$ cat src/spi_slave_pkg.sv
//############################
// shared widths, opcodes and FSM states for the SPI slave
// command byte is {op[1:0], addr[5:0]}, opcode in the top bits
// opcodes other than write/read are ignored by the slave
//############################

`default_nettype none

package spi_slave_pkg;

   //############################
   // widths
   //############################

   localparam int BYTE_W = 8;        // bus byte and register width
   localparam int ADDR_W = 6;        // address field of the command
   localparam int OP_W   = 2;        // opcode field of the command

   //############################
   // opcodes
   //############################

   localparam logic [OP_W-1:0] SPI_WR = 2'b00;   // burst write
   localparam logic [OP_W-1:0] SPI_RD = 2'b10;   // burst read

   // transaction FSM
   typedef enum logic [1:0] {
      SPI_IDLE,   // ss high, or before the first edge
      SPI_CMD,    // shifting the command byte
      SPI_DATA    // data bytes until ss rises
   } spi_state_t;

endpackage

`default_nettype wire

$ cat src/spi_regfile.sv
//############################
// byte register file, one write and one read port
// SREGS must be a power of two, 16/32/64
// address bits above log2(SREGS) are dropped, so bursts wrap
// no reset, contents survive ss between transactions
//############################

`timescale 1ns/1ps
`default_nettype none

module spi_regfile #(
   parameter int SREGS = 16   // number of byte registers
) (
   input  wire                              sclk,
   input  wire                              spi_write,
   input  wire  [spi_slave_pkg::ADDR_W-1:0] spi_addr,
   input  wire  [spi_slave_pkg::BYTE_W-1:0] spi_wdata,
   input  wire  [spi_slave_pkg::ADDR_W-1:0] spi_raddr,
   output logic [spi_slave_pkg::BYTE_W-1:0] spi_rdata
);

   import spi_slave_pkg::*;

   localparam int IDX_W = $clog2(SREGS);   // index bits kept from the address

   logic [BYTE_W-1:0] mem [SREGS];
   logic [IDX_W-1:0]  wr_idx;
   logic [IDX_W-1:0]  rd_idx;

   //############################
   // index folding
   //############################

   assign wr_idx = spi_addr[IDX_W-1:0];
   assign rd_idx = spi_raddr[IDX_W-1:0];

   //############################
   // storage
   //############################

   // write lands on the edge that completes the byte
   always_ff @(posedge sclk) begin
      if (spi_write)
         mem[wr_idx] <= spi_wdata;
   end

   // async read, tx shifter samples it on the same edge
   assign spi_rdata = mem[rd_idx];

endmodule

`default_nettype wire

$ cat src/spi_rx_shift.sv
//############################
// mosi deserializer, 7 stored bits plus the live input
// rx_byte is only a full byte on the eighth edge of a byte
// lsbfirst must stay stable for the whole byte
//############################

`timescale 1ns/1ps
`default_nettype none

module spi_rx_shift (
   input  wire                              sclk,
   input  wire                              ss,       // async clear
   input  wire                              shift,    // sample din this edge
   input  wire                              lsbfirst,
   input  wire                              din,
   output logic [spi_slave_pkg::BYTE_W-1:0] rx_byte
);

   import spi_slave_pkg::*;

   logic [BYTE_W-2:0] sreg;   // bits seen so far in this byte

   always_ff @(posedge sclk or posedge ss) begin
      if (ss) begin
         sreg <= '0;
      end else if (shift) begin
         if (lsbfirst)
            sreg <= {din, sreg[BYTE_W-2:1]};   // enters at top, walks down
         else
            sreg <= {sreg[BYTE_W-3:0], din};   // enters at bottom, walks up
      end
   end

   // last bit taken straight from the pin, so the write lands on the same edge
   assign rx_byte = lsbfirst ? {din, sreg} : {sreg, din};

endmodule

`default_nettype wire

$ cat src/spi_slave_io.sv
//############################
// SPI slave transaction logic, mode 0, all on rising sclk
// ss high is the async reset, every transaction starts in idle
// first byte {op, addr}, then data bytes with auto increment
// address wraps mod 64, regfile folds it further
// no back-pressure, ss may rise at any point
//############################

`timescale 1ns/1ps
`default_nettype none

module spi_slave_io (
   input  wire                              sclk,
   input  wire                              ss,
   input  wire                              mosi,
   output logic                             miso,
   input  wire                              spi_en,
   input  wire                              lsbfirst,
   // register file side
   output logic                             spi_write,
   output logic [spi_slave_pkg::ADDR_W-1:0] spi_addr,
   output logic [spi_slave_pkg::BYTE_W-1:0] spi_wdata,
   output logic [spi_slave_pkg::ADDR_W-1:0] spi_raddr,
   input  wire  [spi_slave_pkg::BYTE_W-1:0] spi_rdata
);

   import spi_slave_pkg::*;

   spi_state_t        state;
   logic [2:0]        bit_cnt;     // edge count within a byte
   logic              byte_done;   // this edge completes a byte
   logic [OP_W-1:0]   op_reg;
   logic [ADDR_W-1:0] addr_reg;    // current burst address
   logic [BYTE_W-1:0] rx_byte;
   logic              tx_dout;
   logic              rd_active;

   //############################
   // FSM and bit counter
   //############################

   always_ff @(posedge sclk or posedge ss) begin
      if (ss) begin
         state <= SPI_IDLE;
      end else begin
         case (state)
            SPI_IDLE: state <= SPI_CMD;                          // first edge
            SPI_CMD:  state <= byte_done ? SPI_DATA : SPI_CMD;
            SPI_DATA: state <= SPI_DATA;                         // until ss
            default:  state <= SPI_IDLE;
         endcase
      end
   end

   always_ff @(posedge sclk or posedge ss) begin
      if (ss)
         bit_cnt <= '0;
      else
         bit_cnt <= bit_cnt + 3'd1;   // wraps every byte
   end

   assign byte_done = (bit_cnt == 3'd7);

   // command register, address bumps after every data byte
   always_ff @(posedge sclk or posedge ss) begin
      if (ss) begin
         op_reg   <= SPI_WR;
         addr_reg <= '0;
      end else if (byte_done) begin
         if (state == SPI_CMD) begin
            op_reg   <= rx_byte[BYTE_W-1:ADDR_W];
            addr_reg <= rx_byte[ADDR_W-1:0];
         end else if (state == SPI_DATA) begin
            addr_reg <= addr_reg + ADDR_W'(1);   // mod 64
         end
      end
   end

   //############################
   // shifters
   //############################

   spi_rx_shift u_rx (
      .sclk     (sclk),
      .ss       (ss),
      .shift    (spi_en),
      .lsbfirst (lsbfirst),
      .din      (mosi),
      .rx_byte  (rx_byte)
   );

   // reloads at every byte boundary, even in write bursts
   spi_tx_shift u_tx (
      .sclk     (sclk),
      .ss       (ss),
      .load     (byte_done),
      .shift    (spi_en),
      .lsbfirst (lsbfirst),
      .din      (spi_rdata),
      .dout     (tx_dout)
   );

   //############################
   // regfile strobes and miso
   //############################

   assign spi_write = byte_done & spi_en & (state == SPI_DATA) & (op_reg == SPI_WR);
   assign spi_addr  = addr_reg;
   assign spi_wdata = rx_byte;   // includes the live mosi bit

   // look one byte ahead, tx loads on the completing edge
   assign spi_raddr = (state == SPI_DATA) ? addr_reg + ADDR_W'(1) : rx_byte[ADDR_W-1:0];

   assign rd_active = spi_en & (state == SPI_DATA) & (op_reg == SPI_RD);
   assign miso      = tx_dout & rd_active;   // idle state keeps it low in reset

endmodule

`default_nettype wire

$ cat src/spi_slave_top.sv
//############################
// SPI slave with byte register file
// single clock domain, everything on rising sclk (mode 0)
// ss is active high, high means deselected and reset
// SREGS sets the regfile size (16/32/64)
//############################

`timescale 1ns/1ps
`default_nettype none

module spi_slave_top #(
   parameter int SREGS = 16
) (
   input  wire  sclk,
   input  wire  ss,
   input  wire  mosi,
   input  wire  spi_en,     // gates shifting, writes and miso
   input  wire  lsbfirst,   // bit order, both directions
   output logic miso
);

   import spi_slave_pkg::*;

   // io block to regfile
   logic              spi_write;
   logic [ADDR_W-1:0] spi_addr;
   logic [BYTE_W-1:0] spi_wdata;
   logic [ADDR_W-1:0] spi_raddr;
   logic [BYTE_W-1:0] spi_rdata;   // comb read data back

   //############################
   // transaction logic
   //############################

   spi_slave_io u_io (
      .sclk      (sclk),
      .ss        (ss),
      .mosi      (mosi),
      .miso      (miso),
      .spi_en    (spi_en),
      .lsbfirst  (lsbfirst),
      .spi_write (spi_write),
      .spi_addr  (spi_addr),
      .spi_wdata (spi_wdata),
      .spi_raddr (spi_raddr),
      .spi_rdata (spi_rdata)
   );

   //############################
   // register file
   //############################

   spi_regfile #(
      .SREGS (SREGS)
   ) u_regs (
      .sclk      (sclk),
      .spi_write (spi_write),
      .spi_addr  (spi_addr),
      .spi_wdata (spi_wdata),
      .spi_raddr (spi_raddr),
      .spi_rdata (spi_rdata)
   );

endmodule

`default_nettype wire

$ cat src/spi_tx_shift.sv
//############################
// loadable serializer for miso
// load wins over shift on the same edge
// first bit is visible right after the load edge
// output is not gated here, the caller does that
//############################

`timescale 1ns/1ps
`default_nettype none

module spi_tx_shift (
   input  wire                              sclk,
   input  wire                              ss,        // async clear
   input  wire                              load,      // take din this edge
   input  wire                              shift,     // advance one bit
   input  wire                              lsbfirst,
   input  wire [spi_slave_pkg::BYTE_W-1:0]  din,
   output logic                             dout
);

   import spi_slave_pkg::*;

   logic [BYTE_W-1:0] sreg;

   //############################
   // shift register
   //############################

   always_ff @(posedge sclk or posedge ss) begin
      if (ss) begin
         sreg <= '0;
      end else if (load) begin
         sreg <= din;                          // new byte from regfile
      end else if (shift) begin
         if (lsbfirst)
            sreg <= {1'b0, sreg[BYTE_W-1:1]};   // next bit moves into bit 0
         else
            sreg <= {sreg[BYTE_W-2:0], 1'b0};   // next bit moves into msb
      end
   end

   //############################
   // output bit
   //############################

   // pick the end the bits are walking toward
   assign dout = lsbfirst ? sreg[0] : sreg[BYTE_W-1];

endmodule

`default_nettype wire

$ cat config.mk
export PLATFORM = sky130hd
export DESIGN_NAME = spi_slave_top
export DESIGN_NICKNAME = d
export VERILOG_FILES = /design/src/spi_slave_pkg.sv /design/src/spi_regfile.sv /design/src/spi_rx_shift.sv /design/src/spi_slave_io.sv /design/src/spi_slave_top.sv /design/src/spi_tx_shift.sv
export SDC_FILE = /design/constraint.sdc
export NUM_CORES = 1
export LEC_CHECK = 0
export ABC_AREA = 1
export BUFFER_PORTS_ARGS = -buffer_cell sky130_fd_sc_hd__buf_2
export CAP_MARGIN = 5
export CORE_ASPECT_RATIO = 1.5
export CORE_MARGIN = 1
export CORE_UTILIZATION = 50
export CTS_BUF_LIST = sky130_fd_sc_hd__clkbuf_16
export DETAILED_ROUTE_END_ITERATION = 16
export PLACE_DENSITY = 0.65
export SETUP_SLACK_MARGIN = 0.3
export SYNTH_ARGS = -nofsm -noshare
export SYNTH_HDL_FRONTEND = slang
export SYNTH_SLANG_ARGS = --single-unit
$ cat constraint.sdc
create_clock -name sclk -period 1.9 [get_ports sclk]
set_input_delay 0.19 -clock sclk [delete_from_list [all_inputs] [get_ports sclk]]
set_output_delay 0.19 -clock sclk [all_outputs]
set_load 0.1 [all_outputs]
==> metrics.cfg, run 1 <==
[status]
status=finished with violations
violations=negative setup slack

[clock_network]
cts_root_buffer=clkbuf_16
h-tree-depth=4
numCtsBuffers=17
cts_buffer_depth=2
cts_sinks=154
cts_tree=done
cts.clk_slew.worst_paths_ns=0.07
clk_latency_ns=0.43

[floorplan]
die_area_um2=14400
fp.coreArea_um2=13500
initial_utilization_pct=51.3
die_w_um=98.3
rows=52
die-height_um=146
io_pins=6

[routing]
routed_wirelength_mm=18.3
routedWlPerCell_um=20.5
first_iter_violations=543
first_pass_iters=5
drcViolationCount=0
ant_nets=0
via_per_inst=5.69
vias=5084

[sta]
grt_setup_unrepaired=yes
maxSlewHeadroom_pct=49.3
setup_ws_ns=-0.121
slew_violations=0
finClkSkew_ns=0.00935
finalSetupTns_ns=-1.00
finalSetupViolCount=59
min_period_over_period_pct=106
final_hold_viol_count=0
tightest_slew_ns=0.758
period_minus_slack_ns=2.02
max_freq_mhz=495

[placement]
dp.cells=843
pre_cts_ws_ns=-0.0452
dp_hpwl_mm=11.7
place_congestion=0.919
io_buffers=5

[synthesis]
synth_top_area_cell=edfxtp_1
synth_area_leaders=edfxtp_1 55%, nand2_1 12%, dfrtp_1 9.4%
yosysSeqAreaShare_pct=64.7
yosys.cell_types.count=28
ys.warnings.count=0
synth_nets=688
ys_ff_latch=154
syn_area_um2=6950
syn_avg_cell_area_um2=10.3
synth_top_area_share_pct=55.3
netlist_instances=673

[finish]
antennaDiodeCount=0
regMostFlops=u_regs.mem
multiInputGateArea_um2=2500
register_area_um2=4500
nets=733
fillers=1043
instances_no_fill=893
largest_register_ffs=128
syn_to_final_growth_pct=25.5
final_cell_mix=215 x nand2_1, 128 x edfxtp_1, 83 x nand3_1
drive_gt1_share_pct=24.1
final_common_cell=nand2_1
reg_top3=u_regs.mem (128), u_io.u_tx.sreg (8), u_io.u_rx.sreg (7)

[power]
leakage_nw=3.55
p_sw_mw=3.94
irDropWorstVdd_mv=0.962
p_int_mw=7.10
p_per_area_nw_per_um2=1270
switching_share_pct=35.7
p_total_mw=11.0
pwr-share-clk_pct=30.9
power_frac_seq_pct=36.2
combPwrFrac_pct=32.8

[setup_path]
required_ns=2.21
worstPathArrival_ns=2.33
r2r-start=u_io.state[0]$_DFF_PP0_
critPathCapture=u_io.u_tx.sreg[6]$_DFFE_PP0P_
reg2regPathDepth=13
worstSetupPathType=reg -> reg
rr_endpoint=u_io.u_tx.sreg[6]$_DFFE_PP0P_
crit_chain=inv_2, ha_4, buf_6, inv_6, nand3_4, nand2_8, clkbuf_16, o211ai_1, nand3_2, nand3_2, nand2_1, nand2_1, nand2_1
cpPeakStageDelay_ns=0.39
start_kind=register
crit_path_end_kind=register
crit_path_max_fanout=8
path_common_cell=nand2_1
critPathSlowestCell=dfrtp_1
crit_start=u_io.state[0]$_DFF_PP0_
r2r_slack_ns=-0.12

[grt]
grt_start_max_net_pins=51
grt_overflow=0
antenna_found_initial=0
grt_pass1_wl_mm=28.5
grt_pass1_vias=5129
grt_usage_pct=27.1

[job]
max-cap-violations=0

[worst_hold_path]
hold_class=in -> reg

[power by group through the flow]
stage	registers (mW)	clock network (mW)	logic [mW]
after floorplan	4.02	0	2.05
after global placement	4.06	0	3.19
after detailed placement	4.06	0	3.23
after CTS	3.99	3.43	3.52
after global routing	4.01	3.56	3.85
final	4.00	3.42	3.62
[cells by family (layout without fill, tap and decap cells)]
family	count (synthesis)	in the layout	share of synthesized area (%)
AOI/OAI and AO/OA	49	49	5.53
xor gates and xnor gates	2	2	0.252
adders and majority gates	10	10	1.80
buffers and inverters	83	141	5.35
DFF	154	154	64.7
and+or+nand+nor	375	375	22.4
[critical path, delay by kind of cell, from the launching register on]
family,cells,cell delay (ns)
AOI/OAI and AO/OA,1,0.27
adders and majority gates,1,0.14
buffers and inverters,4,0.45
DFF,1,0.39
and+or+nand+nor,7,0.65
[synth_stat cells]
cell / count
clkbuf_1: 10
o22ai_1: 3
xor2_1: 1
edfxtp_1: 128
inv_2: 3
a21oi_1: 2
a32oi_1: 1
nor4_1: 1
o21ai_4: 1
a31oi_1: 7
nand3_1: 105
o211ai_1: 4
buf_2: 16
o21ai_2: 1
inv_4: 1
buf_4: 2
buf_6: 4
dfrtp_1: 26
nand2_1: 230
inv_1: 47
nand2_2: 3
o21ai_0: 17
xnor2_1: 1
nand3_2: 1
o211ai_2: 13
ha_1: 10
nor3_1: 1
nor2_1: 34
[worst min-delay path by stage]
stage               startpoint                            end  slack (ns)  cells past startpoint
floorplan                   ss      u_io.bit_cnt[0]$_DFF_PP0_        0.23                      1
global placement            ss   u_io.spi_addr[1]$_DFFE_PP0P_        0.27                      3
detailed placement          ss   u_io.spi_addr[1]$_DFFE_PP0P_        0.28                      3
CTS                       mosi  u_io.u_rx.sreg[6]$_DFFE_PP0P_        0.09                      3
global route              mosi  u_io.u_rx.sreg[0]$_DFFE_PP0P_        0.13                      3
finish                    mosi  u_io.u_rx.sreg[6]$_DFFE_PP0P_        0.09                      3
[metrics by stage]
step / hold WS (ns) / cell area (um2) / utilization, %
floorplan: 0.230 / 7230 / -
global placement: 0.272 / 7660 / 56.6
detailed placement: 0.278 / 7660 / 56.6
CTS: 0.0929 / 8650 / 63.9
global route: 0.132 / 8720 / 64.4
finish: 0.0938 / 8720 / 64.4
[routing by layer]
layer / GRT usage [%] / vias to the layer above / share of wire [%]
met3: 4.79 / 52 / 6.0
met5: 0 / - / 0
li1: - / 2372 / -
met4: 16.0 / 0 / 4.7
met2: 45.7 / 212 / 52
met1: 32.4 / 2448 / 38
[what timing repair did]
action	4_1_cts	5_1_grt
cloned	3	1
gates resized for setup	35	9
hold endpoints to repair	26	0
pin swaps	15	8
setup buffers	11	2
endpoints found under the setup margin	137	138
hold buffers	1	0
[cell type report]
| type | instances | share of cell area (%) |
|---|---|---|
| sequential | 154 | 51.6 |
| multi-input combinational | 436 | 28.6 |
| timing repair buffer | 58 | 8.41 |
| clock buffer | 17 | 4.88 |
| tap | 162 | 2.32 |
| inverter | 51 | 2.28 |
| clock inverter | 15 | 1.91 |
Power figures use the tool's default switching activity.
==> run 2: changes to the inputs <==
PLACE_DENSITY = default   (was 0.65)
PLACE_DENSITY_LB_ADDON = 0.1   (was default)
==> metrics.cfg, run 2 (synthesis results as in run 1) <==
[routing]
drcViolationCount=0  ; unchanged
routedWlPerCell_um=20.6  ; +0.75%
ant_nets=0  ; unchanged
via_per_inst=5.69  ; about the same
first_pass_iters=5  ; unchanged
routed_wirelength_mm=18.6  ; +1.5%
vias=5120  ; +0.71%
first_iter_violations=465  ; -14%

[finish]
drive_gt1_share_pct=26.2  ; +2.1 points
syn_to_final_growth_pct=28.0
largest_register_ffs=128  ; unchanged
final_cell_mix=210 x nand2_1, 128 x edfxtp_1, 78 x nand3_1
nets=740  ; +0.95%
fin_util_pct=65.7  ; +1.3 points
regMostFlops=u_regs.mem
antennaDiodeCount=0  ; unchanged
design_area_um2=8900  ; +2.1%
final_common_cell=nand2_1
reg_top3=u_regs.mem (128), u_io.u_tx.sreg (8), u_io.u_rx.sreg (7)

[setup_path]
cpPeakStageDelay_ns=0.39  ; about the same
required_ns=1.71  ; -0.50 ns
r2r-start=u_io.state[0]$_DFF_PP0_
start_kind=register
worstSetupPathType=reg -> out
worstPathArrival_ns=1.86  ; -0.47 ns
rr_endpoint=u_io.u_tx.sreg[4]$_DFFE_PP0P_
r2r_slack_ns=-0.09  ; +0.03 ns
critPathSlowestCell=dfrtp_1
crit_path_max_fanout=2  ; -6
crit_chain=inv_2, ha_4, buf_4, nand3_4, buf_6, nor4_4, buf_12
reg2regPathDepth=14  ; +1
crit_path_end_kind=primary output

[floorplan]
fp.coreArea_um2=13500  ; unchanged
die_w_um=98.3  ; unchanged
die_area_um2=14400  ; unchanged
rows=52  ; unchanged
initial_utilization_pct=51.3  ; unchanged
io_pins=6  ; unchanged
die-height_um=146  ; unchanged

[clock_network]
clk_latency_ns=0.42  ; about the same
cts_buffer_depth=2  ; unchanged
cts_sinks=154  ; unchanged
cts.clk_slew.worst_paths_ns=0.07  ; about the same
h-tree-depth=4  ; unchanged
cts_tree=done
cts_root_buffer=clkbuf_16
numCtsBuffers=17  ; unchanged

[sta]
grt_setup_unrepaired=yes
tightest_slew_ns=0.486  ; -0.272 ns
max_freq_mhz=488  ; -1.4%
setup_ws_ns=-0.151  ; -0.0296 ns
finClkSkew_ns=0.00904  ; -0.000309 ns
min_period_over_period_pct=108  ; +1.6 points
finalSetupViolCount=9  ; -85%
slew_violations=0  ; unchanged
period_minus_slack_ns=2.05  ; +0.0296 ns
maxSlewHeadroom_pct=67.5  ; +18 points
final_hold_viol_count=0  ; unchanged

[worst_hold_path]
hold_path_end=u_io.u_rx.sreg[6]$_DFFE_PP0P_
hold_class=in -> reg
hold_path_startpoint=mosi
holdPathStages=3  ; unchanged

[placement]
dp_hpwl_mm=11.6  ; -0.89%
io_buffers=5  ; unchanged
place_congestion=0.886  ; -3.6%
dpl-instance-area_um2=7630  ; -0.42%

[power]
p_total_mw=11.0  ; -0.50%
leakage_nw=3.62  ; +2.1%
irDropWorstVdd_mv=0.848  ; -12%
p_per_area_nw_per_um2=1230  ; -2.5%

[grt]
antenna_found_initial=0  ; unchanged
grt_pass1_wl_mm=27.8  ; -2.4%
grt_start_max_net_pins=51  ; unchanged
grt_overflow=0  ; unchanged
grt_pass1_vias=4952  ; -3.5%
grt_usage_pct=26.6  ; -0.45 points

[job]
max-cap-violations=0  ; unchanged

[status]
status=finished with violations
violations=negative setup slack

## run 2: cell types whose count changed in the layout (fill, tap and decap cells not counted), moves of 3 or more
cell,previous run,this run
nand2_1,215,210
nand2_2,13,16
inv_8,2,7
clkinv_8,0,4
nand3_2,21,26
nand3_1,83,78
## run 2: timing repair
action,4_1_cts,5_1_grt
resized for setup,34,25
cloned,2,4
endpoints found under the setup margin,137,138
hold buffers,1,0
endpoints found under the hold margin,26,0
buffers inserted,15,4
pin swaps,17,14
## run 2: critical path, delay by kind of cell, from the launching register on
family | cells | cell delay [ns]
adders and majority gates | 1 | 0.13
and+or+nand+nor | 2 | 0.37
buffers and inverters | 4 | 0.54
DFF | 1 | 0.39
## run 2: metal layers
layer,track usage (%),vias up,wire (um)
met4,13.0,0,876
li1,-,2398,-
met5,0,-,0
met3,4.83,52,919
met2,46.0,175,9670
met1,32.1,2495,7090
## run 2: worst max path at each step
stage / start / to / slack [ns] / cells past startpoint
2_1_floorplan: lsbfirst / miso / -0.09 / 5
3_3_place_gp: u_io.spi_addr[0]$_DFFE_PP0P_ / u_io.u_tx.sreg[5]$_DFFE_PP0P_ / -0.17 / 9
3_5_place_dp: u_io.spi_addr[0]$_DFFE_PP0P_ / u_io.u_tx.sreg[3]$_DFFE_PP0P_ / -0.15 / 9
4_1_cts: u_io.state[0]$_DFF_PP0_ / miso / -0.16 / 6
5_1_grt: u_io.state[1]$_DFF_PP0_ / u_io.u_tx.sreg[3]$_DFFE_PP0P_ / -0.19 / 14
6_report: u_io.state[0]$_DFF_PP0_ / miso / -0.15 / 7
## run 2: area by class of cell
type,instances,area (um2)
multi-input cells,436,2550
inverters,51,201
repair buffers,65,845
clock buffers,17,425
fillers,1037,4640
flip-flops and latches,154,4500
clock inverters,15,174
well taps,162,203
## run 2: metrics by stage
step	hold WS, ns	setup TNS, ns	cells	worst slack [ns]
finish	0.0983	-0.640	900	-0.151
global route	0.102	-5.29	900	-0.187
CTS	0.0915	-0.639	892	-0.159
detailed placement	0.290	-0.784	842	-0.153
global placement	0.272	-0.808	842	-0.172
floorplan	0.230	-0.0912	673	-0.0912
## run 2: power breakdown
part | internal, mW | leakage [nW] | switching (mW)
clock network | 1.78 | 0.287 | 1.58
registers | 3.86 | 1.45 | 0.131
logic | 1.25 | 1.88 | 2.38
total | 6.89 | 3.62 | 4.09
